**src/logic/stream_buffer_pkg.sv**
```systemverilog
`default_nettype none

package stream_buffer_pkg;

	localparam int DATA_W = 16;  // Feature word width.
	localparam int ADDR_W = 14;  // Bank address width.

	// Feature word as held in either bank.
	typedef logic [DATA_W-1:0] feature_t;

	// Word address into a bank.
	typedef logic [ADDR_W-1:0] bank_addr_t;

	// Run state of the stream buffer.
	typedef enum logic {
		ST_SCAN,  // Pass in progress.
		ST_DONE   // Pass complete, scan frozen.
	} run_state_t;

endpackage

`default_nettype wire

```
**src/logic/stream_buffer_ctrl.sv**
```systemverilog
`default_nettype none

module stream_buffer_ctrl (
	input  wire  clk,
	input  wire  i_reset,
	input  wire  i_pass_last,
	output logic o_run,
	output logic o_feature_valid
);

	import stream_buffer_pkg::*;

	// Matches the registered read path of the banks.
	localparam int RD_LAT = 4;

	run_state_t state;
	logic [RD_LAT-1:0] run_dly;

	// One pass per reset.
	always_ff @(posedge clk) begin
		if (i_reset) begin
			state <= ST_SCAN;
		end else begin
			case (state)
				ST_SCAN: begin
					if (i_pass_last) begin
						state <= ST_DONE;
					end
				end
				ST_DONE: begin
					state <= ST_DONE;  // Only reset leaves here.
				end
				default: begin
					state <= ST_SCAN;
				end
			endcase
		end
	end

	assign o_run = (state == ST_SCAN);

	// Run level delayed to line up with the bank outputs.
	always_ff @(posedge clk) begin
		if (i_reset) begin
			run_dly <= '0;
		end else begin
			run_dly <= {run_dly[RD_LAT-2:0], o_run};
		end
	end

	assign o_feature_valid = run_dly[RD_LAT-1];

endmodule

`default_nettype wire

```
**config.mk**
```make
export PLATFORM = sky130hd
export DESIGN_NAME = stream_buffer_ctrl
export DESIGN_NICKNAME = d
export VERILOG_FILES = /design/src/logic/stream_buffer_pkg.sv /design/src/logic/stream_buffer_ctrl.sv
export SDC_FILE = /design/constraint.sdc
export NUM_CORES = 1
export LEC_CHECK = 0
export ABC_AREA = 1
export BUFFER_PORTS_ARGS = -buffer_cell sky130_fd_sc_hd__buf_4
export CAP_MARGIN = 20
export CORE_AREA = 4 4 41 43
export DETAILED_ROUTE_END_ITERATION = 10
export DIE_AREA = 0 0 45 47
export SYNTH_ARGS = -nofsm -noshare
export SYNTH_HDL_FRONTEND = slang
export SYNTH_SLANG_ARGS = --single-unit
```
**constraint.sdc**
```tcl
create_clock -name clk -period 0.82 [get_ports clk]
set_clock_uncertainty 0.1 [all_clocks]
set_input_delay 0.123 -clock clk [delete_from_list [all_inputs] [get_ports clk]]
set_output_delay 0.123 -clock clk [all_outputs]
set_load 0.005 [all_outputs]
```
* After elaboration in Yosys (flattened, before gate mapping)
Cells that the tools add are included.
** Word-level totals
- Register bits after elaboration :: 5
- Input port bits :: 3
- Output and inout port bits :: 2
- Word-level logic and storage cells :: 5
** Operators by class
- Multiplexer cells :: 2
- Bitwise operators :: 1
** Operators with widths (count)
- $pmux 1 s2 :: 1
- $mux 1 :: 1
- $not 1->1 :: 1

* Longest topological paths before layout
- Word-level depth :: 2
- Mapped depth :: 2
- Gate-level depth less buffers :: 2

* Worst setup path after synthesis
No wires, ideal clock.
- Path kind :: register -> register
- Start :: register state
- End :: register state
- Setup time :: 0.111 ns
- Arrival :: 0.421 ns
- Required time :: 0.609 ns
- Setup slack :: 0.187 ns
- Stages on the path, launching flop included :: 3
- Buffers on the path :: 0
- Period minus slack after synthesis :: 0.633 ns
- Cell sequence :: dfxtp_1 -> nor2_1 -> nor2_1
** On the way
- Word-level cells in the longest chain between the ends :: 2
** Ends and longest elaborated chain
- from (decl) :: line stream_buffer_ctrl.sv:16 : run_state_t state;
- from (signal assigned) :: line stream_buffer_ctrl.sv:22 : state <= ST_SCAN;
- from (signal assigned) :: line stream_buffer_ctrl.sv:27 : state <= ST_DONE;
- from (signal assigned) :: line stream_buffer_ctrl.sv:31 : state <= ST_DONE;
- $not 1->1
- $pmux 1 s2 (*) :: line stream_buffer_ctrl.sv:24 : case (state)
Mark *: on every way between the ends. The rest lies on a longest branch, timed or not.
A chain may end at the register's enable or synchronous reset.

* Worst setup path in the final report
- Start :: register state
- End :: output o_run
** On the way
- Word-level cells in the longest chain between the ends :: 1
** Ends and longest elaborated chain
- $not 1->1
- to (decl) :: line stream_buffer_ctrl.sv:7 : output logic o_run,
Every way passes these cells.

==> flow_summary.ini <==
[route]
met2WireLength_um = 83
avgRoutedWirePerCell_um = 5.64
viasPerCell = 2.85
wl_um = 220
wl_met1_um = 75
ant_nets = 0
highest_layer = met3
drt-pass1-iter-count = 2
drt_iter0_drc = 1
drc_errors = 0
wl_met3_um = 61
vias = 111

[sta]
fin_crit_sh_pct = 112
fin_hold_ws_ns = -0.0326
rsz0062_at_grt = true
worst_pin_slew_ns = 0.0732
finalCriticalPeriod_ns = 0.916
final_hold_viol_count = 5
fmax_ghz = 1.09
relSlewSlack_pct = 95.1
drv_slew = 0
setup-violations-final = 2
setup_slack_ns = -0.0964

[pwr]
p_leak_uw = 0.000106
ir_drop_mv = 1.17
power_density_nw_per_um2 = 2490

[clock_network]
clock-root-buffer = clkbuf_4
clk_path_buf_depth = 2
cts.sinks = 5
cts_tree = yes
clkLatencyLatePin_ns = 0.24
cts_made_buffers = 3
htree_levels = 1
clk_pin_slew_ns = 0.04

[synthesis]
synth_area_per_cell_sq_um = 9.18
syn-cell-area_sq_um = 138
ys_top_cells_by_area = dfxtp_1 73%, nor2_1 16%, inv_1 11%
yosysTopAreaCellShare_pct = 72.7
yosysWarnings = 0
yosysUniqueCellTypes = 3
synth.net_count = 18
netlist_instances = 15
yosysSeqAreaShare_pct = 72.7
synth_largest_area_cell = dfxtp_1
ys_seq_elements = 5

[worst_setup_path]
crit_end = o_run
crit_fanout = 2
crit_arrival_ns = 0.69
r2r-end = state
crit_path_end_kind = output port
crit_cells = 2
r2r-start = state
crit_start = state
critPathBufInv = 2
cp_top_family = flip-flops
criticalPathCategory = reg -> out
slowest_stage = dfxtp_2
reg2reg_slack_ns = 0.04
path_cells = inv_2 > buf_6
start_kind = flop
required_ns = 0.60
r2r_cells = 3
cpPeakStageDelay_ns = 0.32

[placed_design]
dp_hpwl_um = 136
place_area_sq_um = 186
io_buffers = 4
dp_slack_ns = 0.104
gp_congestion = 0.603

[worst_hold_path]
min_path_type = in -> reg
min_from = i_reset

[floorplanning]
start_util_pct = 10.6
die_w_um = 45
core_region_area_sq_um = 1300
pin_count = 5
fp.dieH_um = 47
dieArea_sq_um = 2120
row_count = 13

[global_route]
grt-ovfl-total = 0
grt_pass1_wl_um = 420
antenna_found_initial = 0
grt_max_degree = 6
grt_usage_pct = 3.64
first_global_vias = 109

[finish]
area_delta_synth_final_pct = 69.1
antennaDiodeCount = 0
drive_gt1_share_pct = 50.0
final_net_count = 28
fin_area_sq_um = 233

[run_status]
status = finished with violations
failed_checks = hold timing, setup timing

[job]
max-cap-violations = 0
[kinds of logic after synthesis]
family	synth area share [%]
buffers and inverters	10.9
flip-flops	72.7
AND/OR/NAND/NOR	16.4
[how the worst min path moves through the flow]
stage / endpoint / cells past startpoint
floorplan: run_dly[0] / 1
global placement: run_dly[0] / 2
detailed placement: run_dly[0] / 2
CTS: run_dly[0] / 2
global route: run_dly[3] / 2
finish: run_dly[3] / 2
[registers in the layout, summed over array words and instances (netlist names)]
signal,flops
run_dly,4
state,1
[cell usage after synthesis, drive strengths merged]
library cell and number:
dfxtp 5, inv 4, nor2 6
[cells in the final DEF (no fill, tap or decap)]
cell,Yosys,layout
nor2_2,0,1
inv_1,4,3
inv_2,0,1
nor2_1,6,5
clkbuf_4,0,3
buf_4,0,3
clkbuf_1,0,1
dfxtp_2,0,2
buf_6,0,2
dfxtp_1,5,3
[routing by layer]
layer	vias up	GRT usage, %
li1	58	-
met2	8	3.67
met1	45	2.28
met3	0	7.66
met4	0	1.75
met5	-	0
[worst register-to-register path, delay by kind of cell (launching register included)]
kind	cells	cell delay, ns
buffers and inverters	1	0.13
flip-flops	1	0.31
AND/OR/NAND/NOR	2	0.13
[cell type report]
| type | count | area (sq um) |
|---|---|---|
| clock buffers | 4 | 26.3 |
| fillers | 154 | 1070 |
| inverters | 4 | 15.0 |
| multi-input cells | 6 | 25.0 |
| flip-flops and latches | 5 | 103 |
| well taps | 15 | 18.8 |
| repair buffers | 5 | 45.0 |
[stage by stage]
step / instances / setup TNS (ns) / utilization [%] / hold WS, ns / total power (uW)
floorplan: 15 / 0 / - / 0.0897 / 275
global placement: 34 / 0 / 14.3 / 0.221 / 292
detailed placement: 34 / 0 / 14.3 / 0.218 / 293
CTS: 39 / -0.177 / 17.3 / -0.0403 / 596
global route: 39 / -0.222 / 17.9 / -0.0438 / 632
finish: 39 / -0.150 / 17.9 / -0.0326 / 580
[power by group]
part	internal (uW)	switching, uW
logic	23.6	14.6
clock network	184	95.9
registers	257	4.41
total	465	115
[repair_timing]
item                                    in CTS  in global routing
endpoints found under the setup margin       2                  3
resized for setup                            3                  3
buffers inserted                             1                  0
hold endpoints to repair                     5                  5
Power figures use the tool's default switching activity.
