===== src/logic/stream_buffer_pkg.sv =====
`default_nettype none

package stream_buffer_pkg;

	localparam int DATA_W = 16;  // Feature word width.
	localparam int ADDR_W = 14;  // Bank address width.

	// Feature word as held in either bank.
	typedef logic [DATA_W-1:0] feature_t;

	// Word address into a bank.
	typedef logic [ADDR_W-1:0] bank_addr_t;

	// Run state of the stream buffer.
	typedef enum logic {
		ST_SCAN,  // Pass in progress.
		ST_DONE   // Pass complete, scan frozen.
	} run_state_t;

endpackage

`default_nettype wire


===== src/logic/feature_bank.sv =====
`default_nettype none

module feature_bank #(
	parameter int DEPTH = 64
) (
	input  wire                           clk,
	input  wire                           i_wen,
	input  wire stream_buffer_pkg::bank_addr_t i_waddr,
	input  wire stream_buffer_pkg::bank_addr_t i_raddr,
	input  wire stream_buffer_pkg::feature_t   i_wdata,
	output stream_buffer_pkg::feature_t        o_rdata
);

	import stream_buffer_pkg::*;

	// Index bits actually used by the memory.
	localparam int IDX_W = (DEPTH > 1) ? $clog2(DEPTH) : 1;

	feature_t mem [DEPTH];

	bank_addr_t raddr_q;  // Stage 1.
	feature_t   mem_q;    // Stage 2.
	feature_t   data_q;   // Stage 3.

	// Write port.
	always_ff @(posedge clk) begin
		if (i_wen) begin
			mem[i_waddr[IDX_W-1:0]] <= i_wdata;
		end
	end

	// Read port.
	// A write in the cycle the address register is loaded is seen.
	// One in the cycle after is not.
	always_ff @(posedge clk) begin
		raddr_q <= i_raddr;
		mem_q   <= mem[raddr_q[IDX_W-1:0]];
		data_q  <= mem_q;
		o_rdata <= data_q;  // Stage 4.
	end

endmodule

`default_nettype wire


===== config.mk =====
export PLATFORM = sky130hd
export DESIGN_NAME = feature_bank
export DESIGN_NICKNAME = d
export VERILOG_FILES = /design/src/logic/stream_buffer_pkg.sv /design/src/logic/feature_bank.sv
export SDC_FILE = /design/constraint.sdc
export NUM_CORES = 1
export LEC_CHECK = 0
export BUFFER_PORTS_ARGS = -buffer_cell sky130_fd_sc_hd__buf_2
export CAP_MARGIN = 30
export CORE_MARGIN = 3
export CORE_UTILIZATION = 62
export DETAILED_ROUTE_END_ITERATION = 10
export GPL_TIMING_DRIVEN = 0
export PLACE_DENSITY = 0.79
export SKIP_LAST_GASP = 1
export SLEW_MARGIN = 20
export SYNTH_ARGS = -nofsm -noshare
export SYNTH_HDL_FRONTEND = slang
export SYNTH_SLANG_ARGS = --single-unit

===== constraint.sdc =====
create_clock -name clk -period 2.8 [get_ports clk]
set_input_delay 0.14 -clock clk [delete_from_list [all_inputs] [get_ports clk]]
set_output_delay 0.14 -clock clk [all_outputs]
set_load 0.03 [all_outputs]

After elaboration in Yosys (flattened, before gate mapping)
Memory sizes are Yosys's and may differ from the RTL's. A register that Yosys moved wholly into a read port is not among the register bits.
Index checks and enable logic that the tools add are counted.
{ "totals": {"register_bits": 38, "out_inout_bits": 16, "ramBits": 1024, "input_bits": 46, "n_memories": 1} }
{ "memory_table": {"columns": ["memory", "depth", "word_bits", "rd", "rd_ports_with_merged_regs", "wr", "line", "rtl"], "rows": [
  ["mem", 64, 16, 1, 1, 1, "feature_bank.sv:19", "feature_t mem [DEPTH];"]
]} }
{ "op_classes": {"mux": 2} }
{ "op_table": {"columns": ["cell", "count"], "rows": [
  ["2-to-1 mux 1 bit", 2]
]} }

Logic depth before layout (Yosys ltp)
{ "depth": {"word_depth": 2, "mapped_depth": 10, "mapped_depth_nobuf": 5} }

Worst setup path before layout
Ideal clock, no wire load.
{ "synth_path": {"path_kind": "input to register", "from": "in i_waddr[3]", "to": "mem mem[48][0] (netlist name), enable pin", "t_arrival_ns": 1.766, "t_required_ns": 2.391, "setup_slack_ns": 0.625, "path_stages": 4, "cell_sequence": "clkbuf_1 > nor2b_1 > nand4b_1 > nor3_1"} }
{ "synth_rtl": {"columns": ["item", "line", "rtl"], "rows": [
  ["from (decl)", "feature_bank.sv:8", "input wire stream_buffer_pkg::bank_addr_t i_waddr,"],
  ["to (decl)", "feature_bank.sv:19", null]
]} }
Straight into the memory's write port.

==> results.toml <==
[route]
dr.first_iter.drc_count = 2963
drcViolationCount = 0
viasPerCell = 6.81
wl_um = 102000
wl_per_cell_um = 33.5
vias = 20700
final_antenna_net_count = 0
drt_first_pass_iters = 5

[power_and_ir_drop]
p_per_area_nw_per_um2 = 722
internal_power_mw = 26.7
ir_worst_vdd_uv = 586
sequentialPowerShare_pct = 52.8
power_frac_clock_pct = 41.7
p_switching_mw = 7.21
p_leak_nw = 15.1
swShare_pct = 21.2
comb_power_share_pct = 5.5

[min_path]
hold_path_depth = 1
worstHoldEndpoint = "mem[25][13]"
hold_class = "primary input to flop"
min_from = "i_wdata[13]"

[critical_path]
slowest_delay_ps = 560
r2r_cells = 8
crit_fanout = 10
critPathKind = "flop to flop"
crit_slowest_cell = "a31oi_1"
crit_top_cell = "buf_2"
r2r_end = "mem_q[15]"
cp-end-kind = "flop"
required_ps = 3310
cp-start-kind = "flop"
crit_arrival_ps = 3390
r2r_slack_ps = -80
path_cells = "buf_2, buf_4, buf_2, mux4_2, mux2i_2, a22oi_1, a31oi_1, a311oi_1"
r2r-start = "raddr_q[2]"

[layout]
drive_above_1_share_pct = 31.5
finish.instance_area_um2 = 47000
areaGrowthSynthToFinish_pct = 15.2
nets = 2141

[grt]
grtUsageTotal_pct = 29.7
use_met3_pct = 7.02
first_global_vias = 21100
grtUsageMet2_pct = 46.9
top_usage_layer = "met2"
overflow = 0
use_met1_pct = 40.1
grt_first_pass_wirelength_um = 147000
antenna_found_initial = 1
grt_max_degree = 65

[synthesis]
synth_nets = 1913
ys_seq_area_share_pct = 78.0
avgSynthCellArea_um2 = 21.9
synth_edf_count = 1024
ys_seq_elements = 1078
syn_area_um2 = 40800
synthAdderAreaFrac_pct = 0
synthXorXnorAreaFrac_pct = 0
ys.flop_type = "edfxtp_1"
synth_compound_area_share_pct = 2.36
synth-simple-area-share_pct = 2.60
ys_warn_count = 0
synth_async_sr_flop_share_pct = 0
synthMuxAreaShare_pct = 15.2
synth_top_family_by_area = "multiplexers"
synth_cells = 1867
synth_cell_types = 43

[floorplanning]
start_util_pct = 63.0
dieArea_um2 = 68900
rows = 93
core_um2 = 64800
io_pins = 62
die_h_um = 263
fp.dieW_um = 263

[timing]
slew_violations = 0
worst_slack_ps = -77.2
tightest_slew_ps = 1030
rsz0062_at_grt = "true"
period_needed_ps = 2880
max_freq_mhz = 348
timing.hold.ws_ps = 23.5
finalHoldViolCount = 0
finClkSkew_ps = 29.5
relSlewSlack_pct = 31.0
final.setup.tns_ps = -120
fin_crit_sh_pct = 103
finalSetupViolCount = 2

[outcome]
outcome = "finished with violations"
violations = "negative setup slack"

[placed_design]
placed_cell_area_um2 = 43200
place_congestion = 0.909
io_buffer_count = 40
dp_hpwl_um = 65200

[cts]
clkTransAtPathRegs_ps = 60
root_buffer = "clkbuf_16"
clock_sinks = 1078
cts_buffers = 103
cts_buffer_depth = 3
clock_latency_ps = 680
tritoncts = "yes"
htreeDepth = 3

[run]
maxCapViolCount = 0
==> power groups by stage <==
stage / registers, mW / logic, mW / clock network (mW)
detailed placement: 18.2 / 1.78 / 0
global placement: 18.2 / 1.66 / 0
finish: 17.9 / 1.86 / 14.2
CTS: 17.9 / 1.82 / 14.2
floorplan: 18.3 / 0.892 / 0
global route: 17.9 / 1.94 / 14.8
==> metal layers <==
metal	routed length [um]	share of wire (%)
met2	49700	49
met3	10900	11
met5	19	0.019
met4	5150	5.1
met1	36000	35
==> per-stage QoR <==
| step | utilization (%) | power [mW] | instances | setup slack (ps) |
|---|---|---|---|---|
| floorplan | - | 19.2 | 1867 | 625 |
| detailed placement | 66.7 | 20.0 | 2831 | -294 |
| global placement | 64.9 | 19.9 | 2762 | -575 |
| CTS | 72.3 | 33.9 | 3036 | 8.11 |
| finish | 72.5 | 33.9 | 3040 | -77.2 |
| global route | 72.5 | 34.7 | 3039 | -65.1 |
==> registers in the layout (all words and copies together) (netlist names) <==
register and cells:
mem 1024, data_q 16, o_rdata 16, raddr_q 6
mem_q 16
==> critical path: cells and delay by family, from the launching register on <==
kind / cells / cell delay (ps)
AO/OA/AOI/OAI: 3 / 850
flip-flops: 1 / 310
buffers and inverters: 3 / 810
multiplexers: 2 / 750
==> cell usage after synthesis, drive strengths merged, types with 2 or more instances <==
cell type     n  area share [%]
a21oi        17            0.21
clkbuf       27            0.26
nand2        60            0.57
a311oi        8            0.17
nor3          2           0.025
nand3b        2           0.037
a221oi       16            0.34
a41oi         5            0.11
mux4        224              12
a211o         8            0.17
o21ai         8           0.098
nor2         74            0.69
buf          77             1.5
and2          2           0.031
nand2b        3           0.046
nor2b        30            0.46
edfxtp     1024              75
nand4        12            0.18
dfxtp        54             2.6
nand3        24            0.29
nor4          3           0.092
a221o         6            0.15
a22oi        39            0.72
a31oi         8            0.12
mux2         27            0.75
a22o          6            0.13
a211oi        8            0.15
mux2i        85             2.1
and4          5            0.11
==> cells by family (layout without fill, tap and decap cells) <==
kind of cell | Yosys count | count (layout)
mux | 336 | 336
simple gates | 220 | 220
compound gates | 129 | 129
other cells | 0 | 1
buf+inv | 104 | 421
flops | 1078 | 1078
==> how the worst max path moves through the flow <==
stage,slack (ps),end,startpoint
finish,-80,mem_q[15],raddr_q[2]
global route,-70,mem_q[15],raddr_q[2]
CTS,8,mem_q[15],raddr_q[2]
detailed placement,-290,mem_q[1],raddr_q[1]
global placement,-570,mem[49][0],i_waddr[4]
floorplan,630,mem[48][0],i_waddr[3]
==> final cells by class <==
| type | count | area, um2 |
|---|---|---|
| well taps | 855 | 1070 |
| clock inverters | 52 | 508 |
| plain buffers | 104 | 761 |
| fillers | 3460 | 17800 |
| clock buffers | 142 | 2960 |
| repair buffers | 123 | 1340 |
| diodes | 1 | 2.50 |
| flip-flops and latches | 1078 | 31800 |
| multi-input cells | 685 | 8540 |
==> placed cells by master (no fill, tap or decap), types with 8 or more instances in the layout <==
cell	synthesis	layout
buf_6	17	43
dlygate4sd3_1	0	11
clkbuf_8	0	8
clkbuf_2	2	8
buf_8	3	34
a22oi_1	39	39
clkinv_1	0	12
edfxtp_1	1024	1024
nand3_1	24	24
dfxtp_1	54	53
a21oi_1	17	16
nor2_2	2	65
buf_12	5	15
nand2_1	59	59
nor2b_1	30	30
clkbuf_16	0	110
mux2_2	27	27
mux2i_1	85	79
a211o_1	8	8
buf_2	36	62
buf_4	13	30
a311oi_1	8	8
a211oi_1	8	8
nand4_1	12	12
nor2_1	72	9
clkbuf_1	24	42
a221oi_1	16	16
bufinv_16	0	9
mux4_2	220	220
clkinv_2	0	19
==> timing repair <==
item / 4_1_cts / 5_1_grt
pin swaps: 0 / 0
hold endpoints to repair: 87 / 0
resized for setup: 23 / 15
setup endpoints to repair: 16 / 14
hold buffers: 11 / 0
setup buffers: 0 / 0
(Power assumes the default switching activity.)
