File: src/logic/stream_buffer_pkg.sv
`default_nettype none

package stream_buffer_pkg;

	localparam int DATA_W = 16;  // Feature word width.
	localparam int ADDR_W = 14;  // Bank address width.

	// Feature word as held in either bank.
	typedef logic [DATA_W-1:0] feature_t;

	// Word address into a bank.
	typedef logic [ADDR_W-1:0] bank_addr_t;

	// Run state of the stream buffer.
	typedef enum logic {
		ST_SCAN,  // Pass in progress.
		ST_DONE   // Pass complete, scan frozen.
	} run_state_t;

endpackage

`default_nettype wire

File: src/logic/scan_addr_gen.sv
`default_nettype none

module scan_addr_gen #(
	parameter int L_LEN      = 4,
	parameter int C_LEN      = 3,
	parameter int W_LEN      = 5,
	parameter int ROW_STRIDE = 4
) (
	input  wire                           clk,
	input  wire                           i_reset,
	input  wire                           i_run,
	output stream_buffer_pkg::bank_addr_t o_addr,
	output logic                          o_pass_last
);

	import stream_buffer_pkg::*;

	localparam int L_W = (L_LEN > 1) ? $clog2(L_LEN) : 1;
	localparam int C_W = (C_LEN > 1) ? $clog2(C_LEN) : 1;
	localparam int W_W = (W_LEN > 1) ? $clog2(W_LEN) : 1;
	localparam bank_addr_t STRIDE = bank_addr_t'(ROW_STRIDE);

	logic [L_W-1:0] lane_cnt;
	logic [C_W-1:0] chan_cnt;
	logic [W_W-1:0] col_cnt;

	bank_addr_t offset;    // Lane offset within the window.
	bank_addr_t base;      // Column start plus channel.
	bank_addr_t col_base;  // Start of the current column.
	bank_addr_t next_col;

	logic lane_last;
	logic chan_last;
	logic col_last;

	assign lane_last = (lane_cnt == L_W'(L_LEN - 1));
	assign chan_last = (chan_cnt == C_W'(C_LEN - 1));
	assign col_last  = (col_cnt == W_W'(W_LEN - 1));
	assign next_col  = col_base + STRIDE;

	always_ff @(posedge clk) begin
		if (i_reset) begin
			lane_cnt <= '0;
			chan_cnt <= '0;
			col_cnt  <= '0;
			offset   <= '0;
			base     <= '0;
			col_base <= '0;
		end else if (i_run) begin
			if (lane_last && chan_last && col_last) begin
				// Last step of the pass, wrap to the start.
				lane_cnt <= '0;
				chan_cnt <= '0;
				col_cnt  <= '0;
				offset   <= '0;
				base     <= '0;
				col_base <= '0;
			end else if (lane_last && chan_last) begin
				lane_cnt <= '0;
				chan_cnt <= '0;
				col_cnt  <= col_cnt + 1'b1;
				offset   <= '0;
				base     <= next_col;  // Next column start.
				col_base <= next_col;
			end else if (lane_last) begin
				lane_cnt <= '0;
				chan_cnt <= chan_cnt + 1'b1;
				offset   <= '0;
				base     <= base + 1'b1;
			end else begin
				lane_cnt <= lane_cnt + 1'b1;
				offset   <= offset + 1'b1;
			end
		end
	end

	assign o_addr      = base + offset;
	assign o_pass_last = i_run && lane_last && chan_last && col_last;

endmodule

`default_nettype wire

File: config.mk
export PLATFORM = sky130hd
export DESIGN_NAME = scan_addr_gen
export DESIGN_NICKNAME = d
export VERILOG_FILES = /design/src/logic/stream_buffer_pkg.sv /design/src/logic/scan_addr_gen.sv
export SDC_FILE = /design/constraint.sdc
export NUM_CORES = 1
export LEC_CHECK = 0
export ABC_AREA = 1
export BUFFER_PORTS_ARGS = -buffer_cell sky130_fd_sc_hd__buf_2
export CAP_MARGIN = 20
export CORE_ASPECT_RATIO = 0.6
export CORE_MARGIN = 2
export CORE_UTILIZATION = 60
export CTS_BUF_LIST = sky130_fd_sc_hd__clkbuf_8
export DETAILED_ROUTE_END_ITERATION = 10
export GPL_TIMING_DRIVEN = 0
export PLACE_DENSITY = 0.87
export SYNTH_ARGS = -nofsm -noshare
export SYNTH_HDL_FRONTEND = slang
export SYNTH_SLANG_ARGS = --single-unit
File: constraint.sdc
create_clock -name clk -period 5.05 [get_ports clk]
set_input_delay 1.01 -clock clk [delete_from_list [all_inputs] [get_ports clk]]
set_output_delay 1.01 -clock clk [all_outputs]
set_load 0.01 [all_outputs]
**Word level (Yosys, flattened, before mapping)**

Cells that the tools add are included.

- Reduce and logical (&&, ||, !) cells: 9
- Equal/unequal tests: 3
- Add/subtract/negate cells: 7
- Multiplexer cells: 16

Operators by type and width:

| cell | number |
|---|---|
| two-way mux 14 bit | 8 |
| adder 14 x 1 -> 14 bit (second input constant) | 2 |
| adder 14 bit | 1 |
| adder 14 x 3 -> 14 bit (second input constant) | 1 |
| two-way mux 2 bit | 6 |
| two-way mux 3 bit | 2 |
| logical AND 1 bit | 5 |
| adder 2 x 1 -> 2 bit (second input constant) | 2 |
| == test 2 bit (second input constant) | 2 |
| AND reduction 2 bit | 2 |
| adder 3 x 1 -> 3 bit (second input constant) | 1 |
| == test 3 bit (second input constant) | 1 |
| nonzero test 3 bit | 1 |
| nonzero test 2 bit | 1 |

- Word-level logic and storage cells: 41
- Output and inout bits: 15
- Register bits: 49
- Input bits: 3

**Longest topological paths before layout**

- Depth after elaboration: 5
- Depth in mapped cells: 10
- Gate-level depth less buffers: 10

**Least setup slack after synthesis**

No wires, ideal clock.

- Path type: input -> output
- Start point: input i_run
- End point: output o_pass_last
- Buffers on the path: 1
- Required time: 4,040 ps
- Stages on the path: 5
- Arrival: 1,620 ps
- Slack: 2,420 ps
- Cells stage by stage: inv_1 > nor2_4 > inv_2 > buf_6 > nor2_1

- Word-level cells in the longest chain between the ends: 3

Ends and longest elaborated chain:

| what | RTL line | text |
|---|---|---|
| start: declaration | scan_addr_gen.sv:11 | `input wire i_run,` |
| logical AND 1 bit (3 in a row) | scan_addr_gen.sv:78 | `assign o_pass_last = i_run && lane_last && chan_last && col_last;` |
| end: declaration | scan_addr_gen.sv:13 | `output logic o_pass_last` |

No other way between the ends.

**Worst setup path in the final report**

- Start point: register offset[0]
- End point: output o_addr[12]

- Word-level cells in the longest chain between the ends: 1

Ends and longest elaborated chain:

| what | RTL line | text |
|---|---|---|
| start: declaration | scan_addr_gen.sv:27 | `bank_addr_t offset;` |
| start signal: assignment | scan_addr_gen.sv:72 | `offset <= offset + 1'b1;` |
| adder 14 bit | scan_addr_gen.sv:77 | `assign o_addr = base + offset;` |
| end: declaration | scan_addr_gen.sv:12 | `output stream_buffer_pkg::bank_addr_t o_addr,` |

No other way between the ends.

==> flow_summary.ini <==
[pwr]
p_clk_frac = 0.378
intPower_mw = 0.495
finalPower_mw = 0.658
comb_power_share = 0.047
seq_power_share = 0.575
power.density_nw_per_um2 = 188
peakVddDrop_v = 0.000117
netSwitchingPower_mw = 0.163
p_leak_nw = 1.58
switching_share = 0.247

[worst_setup_path]
critPathKind = reg -> out
r2r_cells = 8
endpoint_kind = primary output
crit_chain = ha_1 > fa_1 > nand3_1 > nand2_1 > nand2_1 > nand2_1 > nand2_1 > nand2_1 > nand2_1 > nand2_1 > buf_2
worstReg2RegStart = base[1]
reg2reg_slack_ns = 3.28
cp-start-kind = register
r2r-end = base[12]
worst_path_max_delay_cell = fa_1
cp_data_arrival_time_ns = 2.13
cp.required_ns = 4.04
cp_common_cell = nand2_1
crit_fanout = 5
setup.worst_path.start = offset[0]
cpPeakStageDelay_ns = 0.42

[yosys]
synth_ff_type = dfxtp_1
async_flop_share = 0
ys_types = 34
synth_top_area_frac = 0.290
yosysTopAreaCell = dfxtp_1
syn_inst = 501
avgSynthCellArea_um2 = 6.48
synth_area_um2 = 3250
yosysSeqAreaShare = 0.290
yosys_warnings = 0
synthesis.nets = 524
synth.area.top_cells = dfxtp_1, nand2_1, nand3_1
synth.ff_latch_count = 47
synth-edff-count = 0

[clock_tree]
cts_resized = 0
cts_max_level = 2
clk_pin_slew_worst_paths_ns = 0.10
clock-sinks = 47
cts_setup_buffers = 0
clk_latency_ns = 0.32
cts.path.max_buffers = 2
cts_root_buf = clkbuf_8
cts_made_buffers = 5
hold_buffers = 0
cts_tree = yes

[job]
cap_violations = 0

[cells_and_area]
fillers = 470
antenna_cells = 0
final-seq-area_um2 = 941
final_cell_area_um2 = 3500
layout-drive-gt1-share = 0.0933
layout.nets = 547
utilization = 0.683
multi_input_area_um2 = 2020
area_delta_synth_final_pct = 7.94

[timing]
setup_tns_ns = 0
slew_headroom = 0.645
rsz0062_at_grt = no
max_freq_mhz = 318
finalMaxSlewViolations = 0
whs_ns = 0.483
worstMarginPinSlew_ns = 0.533
hold_viol = 0
setup_viol = 0
skew_ns = 0.0148
layout_min_cycle_time_ns = 3.14
fin_crit_sh = 0.622

[place]
place.gp.congestion = 0.932
portBuffers = 16
dp_hpwl_mm = 6.22
place_area_um2 = 3410

[route]
vias = 3331
drt-pass1-iter-count = 6
drt-total-wl_mm = 8.03
routedWlPerCell_um = 13.6
drt_first_iter_violations = 222
drc = 0
ant_nets = 0
viasPerCell = 5.64

[global_route]
grt-ovfl-total = 0
met3_usage = 0.0622
top_usage_layer = met2
grt_pass1_vias = 2954
grt_max_degree = 15
met1_usage = 0.400
grt_usage = 0.277
antenna_found_initial = 0
grt_first_pass_wirelength_mm = 13.2
grtUsageMet2 = 0.418

[die]
initial_core_util = 0.633
ios = 18
die_area_um2 = 6030
core.rowCount = 20
die_x_um = 99.0
chipHeight_um = 61.0
core_um2 = 5130

[min_path]
hold_path.class = reg -> reg
min_path_cells = 2
whs_endpoint = col_cnt[1]
worstHoldStart = col_cnt[1]

[run_status]
outcome = finished clean
==> synthesized netlist by cell type (all sizes together) (3+ instances only) <==
library cell / number
nor2: 54
dfxtp: 47
clkbuf: 3
nand2: 151
ha: 19
nor3: 5
o21ai: 22
a21oi: 35
nand3: 55
nand3b: 5
inv: 59
xnor2: 4
xor2: 9
buf: 7
nand4: 13
o31ai: 3
==> power groups by stage <==
stage / Combinational [mW] / Sequential, mW / Clock (mW)
CTS: 0.0307 / 0.378 / 0.248
global route: 0.0358 / 0.379 / 0.262
floorplan: 0.0220 / 0.386 / 0
global placement: 0.0293 / 0.386 / 0
detailed placement: 0.0304 / 0.387 / 0
finish: 0.0308 / 0.378 / 0.249
==> per-stage QoR <==
step / instances / setup slack (ns)
global route: 591 / 1.73
CTS: 591 / 1.92
detailed placement: 583 / 2.09
global placement: 583 / 2.11
floorplan: 501 / 2.42
finish: 591 / 1.91
==> cell type report <==
cell class                 instances  area share
multi-input combinational        385       0.576
sequential                        47       0.269
inverter                          59      0.0639
clock buffer                       6      0.0236
tap                               66      0.0236
timing repair buffer              16      0.0229
buffer                            10      0.0179
clock inverter                     2     0.00357
==> registers in the layout (all words and copies together), names as in the netlist <==
name / count
base: 14
chan_cnt: 2
col_base: 12
col_cnt: 3
lane_cnt: 2
offset: 14
==> layout by cell type, fill, tap and decap left out, types with 9 or more instances in the layout <==
cell type    n
nand4_1     13
nand2_1    150
xor2_1       9
dfxtp_1     47
o21ai_0     22
a21oi_1     35
nor2_1      44
ha_1        19
nand3_1     54
inv_1       55
buf_2       20
==> worst max-delay path, delay by kind of cell (launching register included) <==
kind | cells | cell delay, ns
fa+ha+maj | 2 | 0.67
simple gates | 8 | 0.63
flops | 1 | 0.37
buf+inv | 1 | 0.13
==> metal layers <==
metal,up-vias,share of wire
li1,1682,-
met1,1495,0.50
met2,141,0.41
met3,13,0.081
met4,0,0.012
met5,-,0
==> worst max-delay path by stage <==
stage                  end  slack [ns]  cells past startpoint
2_1_floorplan  o_pass_last        2.42                      5
3_3_place_gp   o_pass_last        2.11                      7
3_5_place_dp   o_pass_last        2.09                      7
4_1_cts         o_addr[12]        1.92                     11
5_1_grt         o_addr[12]        1.73                     11
6_report        o_addr[12]        1.91                     11
==> logic make-up after synthesis <==
| logic type | synth area share |
|---|---|
| adders and majority gates | 0.0794 |
| DFF | 0.290 |
| and+or+nand+nor | 0.391 |
| xor gates and xnor gates | 0.0351 |
| AOI/OAI and AO/OA | 0.116 |
| buffers and inverters | 0.0883 |
No activity file was read; power rests on OpenSTA's default activity.
